$ cat src/design/exu_params.svh
`ifndef EXU_PARAMS_SVH
`define EXU_PARAMS_SVH

// data word, operands and results
`define EXU_WORD_W      32

// shift amount taken from the low bits of source A
`define EXU_SHAMT_W     5

// operation code
`define EXU_OP_W        4

// radix-4 divider, two quotient bits per step
`define EXU_DIV_STEPS   16
`define EXU_DIV_CNT_W   4

`endif

$ cat src/design/exu_pkg.sv
`default_nettype none

`include "exu_params.svh"

package exu_pkg;

    typedef logic [`EXU_WORD_W-1:0]     word_t;
    typedef logic [`EXU_SHAMT_W-1:0]    shamt_t;
    typedef logic [2*`EXU_WORD_W-1:0]   dword_t;    // {remainder, quotient}
    typedef logic [`EXU_DIV_CNT_W-1:0]  step_cnt_t;

    // all operations accepted by the execute unit
    typedef enum logic [`EXU_OP_W-1:0] {
        OP_AND,
        OP_OR,
        OP_XOR,
        OP_NOR,
        OP_LUI,
        OP_ADD,
        OP_ADDU,
        OP_SUB,
        OP_SUBU,
        OP_SLT,
        OP_SLTU,
        OP_SLL,
        OP_SRL,
        OP_SRA,
        OP_DIV,
        OP_DIVU
    } exu_op_e;

    // controller states
    typedef enum logic [2:0] {
        ST_IDLE,
        ST_DIV_ZERO,
        ST_DIV_RUN,
        ST_DIV_FIX,
        ST_DONE
    } exu_state_e;

endpackage

`default_nettype wire

$ cat src/design/alu_core.sv
`timescale 1ns/10ps
`default_nettype none

`include "exu_params.svh"

module alu_core (
    input  wire exu_pkg::exu_op_e op_i,
    input  wire exu_pkg::word_t   src_a_i,
    input  wire exu_pkg::word_t   src_b_i,
    output exu_pkg::word_t        alu_result_o,
    output logic                  ovf_o
);

    import exu_pkg::*;

    localparam int W      = `EXU_WORD_W;
    localparam int HALF_W = `EXU_WORD_W / 2;

    word_t  sum;
    word_t  diff;
    shamt_t shamt;
    logic   add_ovf;
    logic   sub_ovf;
    logic   slt_res;
    logic   sltu_res;

    assign sum   = src_a_i + src_b_i;
    assign diff  = src_a_i - src_b_i;
    assign shamt = src_a_i[`EXU_SHAMT_W-1:0];     // only low bits of A count

    // ************************************************************************
    // signed overflow
    // ************************************************************************

    // add: operands agree in sign but the sum does not
    assign add_ovf = (src_a_i[W-1] == src_b_i[W-1]) &&
                     (sum[W-1] != src_a_i[W-1]);

    // sub: operands differ in sign and the result took the sign of B
    assign sub_ovf = (src_a_i[W-1] != src_b_i[W-1]) &&
                     (diff[W-1] != src_a_i[W-1]);

    assign ovf_o = ((op_i == OP_ADD) && add_ovf) ||
                   ((op_i == OP_SUB) && sub_ovf);  // unsigned forms never flag

    // compares
    assign slt_res  = $signed(src_a_i) < $signed(src_b_i);
    assign sltu_res = src_a_i < src_b_i;

    // ************************************************************************
    // result select
    // ************************************************************************

    always_comb begin
        alu_result_o = '0;
        case (op_i)
            OP_AND:  alu_result_o = src_a_i & src_b_i;
            OP_OR:   alu_result_o = src_a_i | src_b_i;
            OP_XOR:  alu_result_o = src_a_i ^ src_b_i;
            OP_NOR:  alu_result_o = ~(src_a_i | src_b_i);
            OP_LUI: begin
                // low half of B moves up, low half cleared
                alu_result_o = {src_b_i[HALF_W-1:0], {HALF_W{1'b0}}};
            end
            OP_ADD,
            OP_ADDU: alu_result_o = sum;            // wrapped even on overflow
            OP_SUB,
            OP_SUBU: alu_result_o = diff;
            OP_SLT:  alu_result_o = {{(W-1){1'b0}}, slt_res};
            OP_SLTU: alu_result_o = {{(W-1){1'b0}}, sltu_res};
            OP_SLL:  alu_result_o = src_b_i << shamt;
            OP_SRL:  alu_result_o = src_b_i >> shamt;
            OP_SRA:  alu_result_o = word_t'($signed(src_b_i) >>> shamt);  // sign fill
            default: alu_result_o = '0;             // divides go to the divider
        endcase
    end

endmodule

`default_nettype wire

$ cat src/design/exu_ctrl_fsm.sv
`timescale 1ns/10ps
`default_nettype none

module exu_ctrl_fsm (
    input  wire                   cpu_clk_50M,
    input  wire                   rst_n_i,
    input  wire                   req_i,
    input  wire exu_pkg::exu_op_e op_i,
    input  wire                   divisor_zero_i,
    input  wire                   cnt_last_i,
    output logic                  ack_o,
    output logic                  div_load_o,
    output logic                  div_flush_o,
    output logic                  div_step_o,
    output logic                  div_fix_o,
    output logic                  cnt_clear_o,
    output logic                  capture_alu_o,
    output logic                  capture_div_o
);

    import exu_pkg::*;

    exu_state_e state_q;
    exu_state_e state_d;
    logic       is_div;
    logic       start;

    assign is_div = (op_i == OP_DIV) || (op_i == OP_DIVU);
    assign start  = (state_q == ST_IDLE) && req_i;     // request sampled

    always_ff @(posedge cpu_clk_50M or negedge rst_n_i) begin
        if (!rst_n_i) begin
            state_q <= ST_IDLE;
        end else begin
            state_q <= state_d;
        end
    end

    // ************************************************************************
    // next state
    // ************************************************************************

    always_comb begin
        state_d = state_q;
        case (state_q)
            ST_IDLE: begin
                if (req_i) begin
                    if (!is_div) begin
                        state_d = ST_DONE;          // alu result captured now
                    end else if (divisor_zero_i) begin
                        state_d = ST_DIV_ZERO;
                    end else begin
                        state_d = ST_DIV_RUN;
                    end
                end
            end
            ST_DIV_ZERO: state_d = ST_DONE;
            ST_DIV_RUN: begin
                if (cnt_last_i) begin
                    state_d = ST_DIV_FIX;
                end
            end
            ST_DIV_FIX:  state_d = ST_DONE;
            ST_DONE: begin
                if (!req_i) begin
                    state_d = ST_IDLE;              // caller released the request
                end
            end
            default:     state_d = ST_IDLE;
        endcase
    end

    // strobes
    assign capture_alu_o = start && !is_div;
    assign div_load_o    = start && is_div;
    assign cnt_clear_o   = start && is_div;
    assign div_flush_o   = (state_q == ST_DIV_ZERO);
    assign div_step_o    = (state_q == ST_DIV_RUN);
    assign div_fix_o     = (state_q == ST_DIV_FIX);
    assign capture_div_o = div_flush_o || div_fix_o;  // both end a divide
    assign ack_o         = (state_q == ST_DONE);

endmodule

`default_nettype wire

$ cat src/design/div_step_counter.sv
`timescale 1ns/10ps
`default_nettype none

`include "exu_params.svh"

module div_step_counter (
    input  wire  cpu_clk_50M,
    input  wire  rst_n_i,
    input  wire  clear_i,
    input  wire  step_i,
    output logic last_o
);

    import exu_pkg::*;

    localparam step_cnt_t LAST_CNT = step_cnt_t'(`EXU_DIV_STEPS - 1);

    step_cnt_t cnt_q;    // steps already taken

    always_ff @(posedge cpu_clk_50M or negedge rst_n_i) begin
        if (!rst_n_i) begin
            cnt_q <= '0;
        end else if (clear_i) begin
            cnt_q <= '0;
        end else if (step_i) begin
            cnt_q <= cnt_q + 1'b1;
        end
    end

    // high during the final step strobe
    assign last_o = step_i && (cnt_q == LAST_CNT);

endmodule

`default_nettype wire

$ cat src/design/div_datapath.sv
`timescale 1ns/10ps
`default_nettype none

`include "exu_params.svh"

module div_datapath (
    input  wire                   cpu_clk_50M,
    input  wire                   rst_n_i,
    input  wire exu_pkg::exu_op_e op_i,
    input  wire exu_pkg::word_t   src_a_i,
    input  wire exu_pkg::word_t   src_b_i,
    input  wire                   load_i,
    input  wire                   flush_i,
    input  wire                   step_i,
    input  wire                   fix_i,
    output logic                  divisor_zero_o,
    output exu_pkg::word_t        quotient_o,
    output exu_pkg::word_t        remainder_o
);

    import exu_pkg::*;

    localparam int W = `EXU_WORD_W;

    dword_t       rq_q;          // {partial remainder, dividend/quotient}
    dword_t       rq_d;
    word_t        divisor_q;     // divisor magnitude
    logic         sign_a_q;      // dividend sign, signed divides only
    logic         sign_b_q;      // divisor sign, signed divides only

    logic         is_signed;
    word_t        a_mag;
    word_t        b_mag;
    logic [W+1:0] part;          // remainder with next two dividend bits
    logic [W+1:0] dvs1;
    logic [W+1:0] dvs2;
    logic [W+1:0] dvs3;
    logic [W+2:0] diff1;
    logic [W+2:0] diff2;
    logic [W+2:0] diff3;
    logic [1:0]   q_bits;
    word_t        rem_step;
    word_t        quo_fix;
    word_t        rem_fix;

    // ************************************************************************
    // operand conditioning
    // ************************************************************************

    assign is_signed      = (op_i == OP_DIV);
    assign a_mag          = (is_signed && src_a_i[W-1]) ? -src_a_i : src_a_i;
    assign b_mag          = (is_signed && src_b_i[W-1]) ? -src_b_i : src_b_i;
    assign divisor_zero_o = (src_b_i == '0);

    // ************************************************************************
    // radix-4 step, try 3d, 2d and d
    // ************************************************************************

    assign part = {rq_q[2*W-1:W], rq_q[W-1 -: 2]};
    assign dvs1 = {2'b00, divisor_q};
    assign dvs2 = {1'b0, divisor_q, 1'b0};
    assign dvs3 = dvs1 + dvs2;

    assign diff1 = {1'b0, part} - {1'b0, dvs1};
    assign diff2 = {1'b0, part} - {1'b0, dvs2};
    assign diff3 = {1'b0, part} - {1'b0, dvs3};   // top bit set means negative

    always_comb begin
        if (!diff3[W+2]) begin
            q_bits   = 2'b11;
            rem_step = diff3[W-1:0];
        end else if (!diff2[W+2]) begin
            q_bits   = 2'b10;
            rem_step = diff2[W-1:0];
        end else if (!diff1[W+2]) begin
            q_bits   = 2'b01;
            rem_step = diff1[W-1:0];
        end else begin
            q_bits   = 2'b00;
            rem_step = part[W-1:0];                  // below divisor, fits a word
        end
    end

    // sign fixup, quotient on differing signs, remainder follows the dividend
    assign quo_fix = (sign_a_q ^ sign_b_q) ? -rq_q[W-1:0] : rq_q[W-1:0];
    assign rem_fix = sign_a_q ? -rq_q[2*W-1:W] : rq_q[2*W-1:W];

    always_comb begin
        rq_d = rq_q;
        if (load_i) begin
            rq_d = {{W{1'b0}}, a_mag};
        end else if (flush_i) begin
            rq_d = '0;
        end else if (step_i) begin
            rq_d = {rem_step, rq_q[W-3:0], q_bits};
        end else if (fix_i) begin
            rq_d = {rem_fix, quo_fix};
        end
    end

    always_ff @(posedge cpu_clk_50M or negedge rst_n_i) begin
        if (!rst_n_i) begin
            rq_q     <= '0;
            sign_a_q <= 1'b0;
            sign_b_q <= 1'b0;
        end else begin
            rq_q <= rq_d;
            if (load_i) begin
                sign_a_q <= is_signed && src_a_i[W-1];
                sign_b_q <= is_signed && src_b_i[W-1];
            end
        end
    end

    always_ff @(posedge cpu_clk_50M) begin
        if (load_i) begin
            divisor_q <= b_mag;
        end
    end

    // value written by the current strobe, so it is caught on the same edge
    assign quotient_o  = rq_d[W-1:0];
    assign remainder_o = rq_d[2*W-1:W];

endmodule

`default_nettype wire

$ cat src/design/exu_top.sv
`timescale 1ns/10ps
`default_nettype none

module exu_top (
    input  wire                   cpu_clk_50M,
    input  wire                   rst_n_i,
    input  wire                   req_i,
    input  wire exu_pkg::exu_op_e op_i,
    input  wire exu_pkg::word_t   src_a_i,
    input  wire exu_pkg::word_t   src_b_i,
    output logic                  ack_o,
    output exu_pkg::word_t        result_o,
    output exu_pkg::word_t        remainder_o,
    output logic                  ovf_o
);

    import exu_pkg::*;

    logic  div_load;
    logic  div_flush;
    logic  div_step;
    logic  div_fix;
    logic  cnt_clear;
    logic  cnt_last;
    logic  divisor_zero;
    logic  capture_alu;
    logic  capture_div;
    word_t alu_result;
    logic  alu_ovf;
    word_t quotient;
    word_t div_rem;

    // ************************************************************************
    // control, alu and divider
    // ************************************************************************

    exu_ctrl_fsm exu_ctrl_fsm_i (
        .cpu_clk_50M    (cpu_clk_50M),
        .rst_n_i        (rst_n_i),
        .req_i          (req_i),
        .op_i           (op_i),
        .divisor_zero_i (divisor_zero),
        .cnt_last_i     (cnt_last),
        .ack_o          (ack_o),
        .div_load_o     (div_load),
        .div_flush_o    (div_flush),
        .div_step_o     (div_step),
        .div_fix_o      (div_fix),
        .cnt_clear_o    (cnt_clear),
        .capture_alu_o  (capture_alu),
        .capture_div_o  (capture_div)
    );

    alu_core alu_core_i (
        .op_i         (op_i),
        .src_a_i      (src_a_i),
        .src_b_i      (src_b_i),
        .alu_result_o (alu_result),
        .ovf_o        (alu_ovf)
    );

    div_step_counter div_step_counter_i (
        .cpu_clk_50M (cpu_clk_50M),
        .rst_n_i     (rst_n_i),
        .clear_i     (cnt_clear),
        .step_i      (div_step),
        .last_o      (cnt_last)
    );

    div_datapath div_datapath_i (
        .cpu_clk_50M    (cpu_clk_50M),
        .rst_n_i        (rst_n_i),
        .op_i           (op_i),
        .src_a_i        (src_a_i),
        .src_b_i        (src_b_i),
        .load_i         (div_load),
        .flush_i        (div_flush),
        .step_i         (div_step),
        .fix_i          (div_fix),
        .divisor_zero_o (divisor_zero),
        .quotient_o     (quotient),
        .remainder_o    (div_rem)
    );

    // output registers, held until the next capture
    always_ff @(posedge cpu_clk_50M or negedge rst_n_i) begin
        if (!rst_n_i) begin
            result_o    <= '0;
            remainder_o <= '0;
            ovf_o       <= 1'b0;
        end else if (capture_alu) begin
            result_o <= alu_result;
            ovf_o    <= alu_ovf;                    // remainder left as is
        end else if (capture_div) begin
            result_o    <= quotient;
            remainder_o <= div_rem;
            ovf_o       <= 1'b0;
        end
    end

endmodule

`default_nettype wire

$ cat config.mk
export PLATFORM = sky130hd
export DESIGN_NAME = exu_top
export DESIGN_NICKNAME = d
export VERILOG_FILES = /design/src/design/exu_pkg.sv /design/src/design/alu_core.sv /design/src/design/exu_ctrl_fsm.sv /design/src/design/div_step_counter.sv /design/src/design/div_datapath.sv /design/src/design/exu_top.sv
export VERILOG_INCLUDE_DIRS = /design/src /design/src/design
export SDC_FILE = /design/constraint.sdc
export NUM_CORES = 1
export LEC_CHECK = 0
export BUFFER_PORTS_ARGS = -buffer_cell sky130_fd_sc_hd__buf_2
export CAP_MARGIN = 20
export CORE_UTILIZATION = 55
export DETAILED_ROUTE_END_ITERATION = 8
export GPL_TIMING_DRIVEN = 0
export PLACE_DENSITY = 0.78
export REMOVE_ABC_BUFFERS = 1
export SYNTH_ARGS = -nofsm -noshare
export SYNTH_HDL_FRONTEND = slang
export SYNTH_SLANG_ARGS = --single-unit
$ cat constraint.sdc
create_clock -name cpu_clk_50M -period 11.2 [get_ports cpu_clk_50M]
set_clock_uncertainty 0.2 [all_clocks]
set_input_delay 0.56 -clock cpu_clk_50M [delete_from_list [all_inputs] [get_ports cpu_clk_50M]]
set_output_delay 0.56 -clock cpu_clk_50M [all_outputs]
set_load 0.1 [all_outputs]
==> qor.yml <==
setup_path:
  r2r_cells: 14
  crit_path_start_kind: "primary input"
  required_ns: 11.33
  critPathTopFamily: "compound AO/OA/AOI/OAI gates"
  cpPeakStageDelay_ns: 0.86
  path_buf_inv: 2
  crit_path_end_kind: "flop"
  crit_cells: 13
  crit_fanout: 50
  crit_type: "primary input to flop"
  crit_chain: "buf_2, inv_2, ha_1, nor2_1, o21a_1, o31a_1, o41ai_2, a21oi_1, a21boi_0, o31ai_1, xnor2_1, a221oi_1, o22ai_1"
  crit_slowest_cell: "buf_2"
  arrival_ns: 5.86
clock_tree:
  htreeDepth: 4
  clockBufferDepth: 2
  clock_sinks: 170
  cts_setup_buffers: 0
  cts_buffers: 17
  clock_latency_ns: 0.47
  cts_root_buf: "clkbuf_16"
  cts_tree: "yes"
  cts_resized: 0
  clk_pin_slew_ns: 0.08
placement:
  placed_area_um2: 25700
  place_ws_ns: 4.94
  gp_congestion: 1.05
  port_buffers: 136
  place_hpwl_um: 78000
die:
  num_io_pins: 137
  dieHeight_um: 213
  start_util_pct: 56.3
  core_um2: 43600
  dieArea_um2: 45400
  fp-row-count: 76
  die_x_um: 213
synth:
  synth-simple-area-share_pct: 16.8
  yosysWarnings: 0
  synthMuxAreaShare_pct: 8.49
  ys_async_sr_fraction_pct: 81.2
  synth_edf_count: 32
  synth_compound_area_share_pct: 29.8
  syn_area_um2: 24500
  synth_cell_type_count: 104
  synth-adder-area-share_pct: 13.2
  synth.avg_cell_area_um2: 7.84
  synthXorXnorAreaFrac_pct: 7.46
  synth_top_family_by_area: "compound AO/OA/AOI/OAI gates"
  ys_ff_latch: 170
  ys.flop_type: "dfrtp_1"
  synth_cells: 3126
  synth_seq_area_share_pct: 18.0
detailed_routing:
  ant_nets: 0
  drc: 0
  vias: 26400
  via_per_inst: 7.13
  wire_per_inst_um: 27.9
  firstDrtPassIters: 8
  drt-total-wl_um: 103000
  drtIter0Drc: 3302
pwr:
  p_leak_nw: 11.1
  power_density_nw_per_um2: 199
  total_power_mw: 5.25
  vdd_drop_max_mv: 0.136
job:
  maxCapViolCount: 0
final_layout:
  final_common_cell: "nor2_1"
  fillers: 3976
  layout_common_cells: "nor2_1 (290), o21ai_0 (267), a21oi_1 (261), nand2_1 (254), ha_1 (202)"
  fin_area_um2: 26300
  area_delta_synth_final_pct: 7.33
  layout.nets: 3414
  drive_above_1_share_pct: 10.5
global_route:
  grt_pass1_vias: 25100
  grt.total_usage_pct: 45.3
  gr-total-overflow: 0
  grt_start_max_net_pins: 90
  grt_pass1_wl_um: 154000
  antenna_found_initial: 4
timing:
  layout_min_cycle_time_ns: 5.73
  worst_pin_slew_ns: 1.17
  setup_tns_ns: 0
  rsz0062_at_grt: "false"
  finalMaxSlewViolations: 0
  finalCritPeriodShare_pct: 51.2
  timing.fmax_mhz: 174
  setup_violations: 0
  relSlewSlack_pct: 21.7
  hold_viol: 0
  fin_ws_ns: 5.47
min_path:
  hold_depth: 3
  hp-class: "primary input to flop"
status:
  status: "finished, final reports clean"
[power by group]
group	switching, mW	internal [mW]	total, mW
registers	0.289	0.794	1.08
logic	2.25	1.30	3.55
clock network	0.294	0.318	0.613
total	2.83	2.41	5.25
[worst reg2reg max path: cells and delay by family (launching register included)]
kind | cells | cell delay, ns
compound gates | 8 | 2.42
fa+ha+maj | 2 | 0.78
buf+inv | 2 | 0.38
flops | 1 | 0.47
simple gates | 2 | 1.20
[synth_stat cells, drive strengths merged, types with 47 or more instances]
| cell type | instances | area, µm² |
|---|---|---|
| xor2 | 60 | 526 |
| a21o | 70 | 527 |
| clkbuf | 155 | 636 |
| nor2 | 295 | 1120 |
| a21oi | 263 | 1320 |
| a31oi | 67 | 419 |
| ha | 202 | 2530 |
| a211oi | 47 | 363 |
| nand2 | 255 | 957 |
| o21ai | 283 | 1420 |
| dfrtp | 138 | 3450 |
| xnor2 | 149 | 1310 |
| nor3 | 72 | 365 |
| nand3 | 49 | 245 |
| inv | 165 | 619 |
| buf | 54 | 274 |
| mux2i | 56 | 561 |
| mux4 | 58 | 1310 |
[flip-flops by register name, indices dropped and copies added (netlist names)]
name,flops
div_datapath_i.rq_q,64
div_datapath_i.divisor_q,32
remainder_o,32
result_o,32
div_step_counter_i.cnt_q,4
exu_ctrl_fsm_i.state_q,3
div_datapath_i.sign_a_q,1
div_datapath_i.sign_b_q,1
ovf_o,1
[per-stage QoR]
step	util (%)	std cells	hold WS, ns
5_1_grt	60.4	3704	0.238
3_3_place_gp	57.5	3638	0.255
3_5_place_dp	59.0	3668	0.260
2_1_floorplan	-	2917	0.0644
4_1_cts	60.3	3701	0.205
6_report	60.4	3705	0.220
[cell families after synthesis]
| logic type | count (synthesis) |
|---|---|
| buffers and inverters | 376 |
| AOI/OAI and AO/OA | 1120 |
| and+or+nand+nor | 881 |
| muxes | 133 |
| adders and majority gates | 237 |
| xor gates and xnor gates | 209 |
| DFF | 170 |
[per-layer routing]
layer  wire, µm  up-vias  global-route usage [%]
met3      10600      419                    8.24
met1      38900    12600                    56.6
met2      45600     1779                    70.6
met5         46        -                       0
li1           -    11600                       -
met4       8040        6                    32.2
[final timing paths]
path	endpoint	startpoint	slack [ns]
max in group asynchronous	ovf_o	rst_n_i	9.50
min in group asynchronous	remainder_o[4]	rst_n_i	0.41
min	exu_ctrl_fsm_i.state_q[1]	req_i	0.22
max	result_o[30]	src_a_i[2]	5.47
max reg2reg	result_o[1]	div_datapath_i.rq_q[30]	5.66
min reg2reg	remainder_o[12]	remainder_o[12]	0.27
[what timing repair did]
action / in CTS / in global routing
hold buffers: 1 / 0
endpoints found under the hold margin: 50 / 0
endpoints found under the setup margin: 0 / 0
[area by class of cell]
class	count	area (µm²)	share of cell area, %
multi-input cells	2580	18600	70.9
diodes	1	2.50	0.00951
clock buffers	19	443	1.68
flip-flops and latches	170	4410	16.8
clock inverters	13	133	0.504
repair buffers	170	1320	5.01
inverters	167	627	2.38
well taps	585	732	2.78
Note: power is estimated with default switching activity, not from simulation.
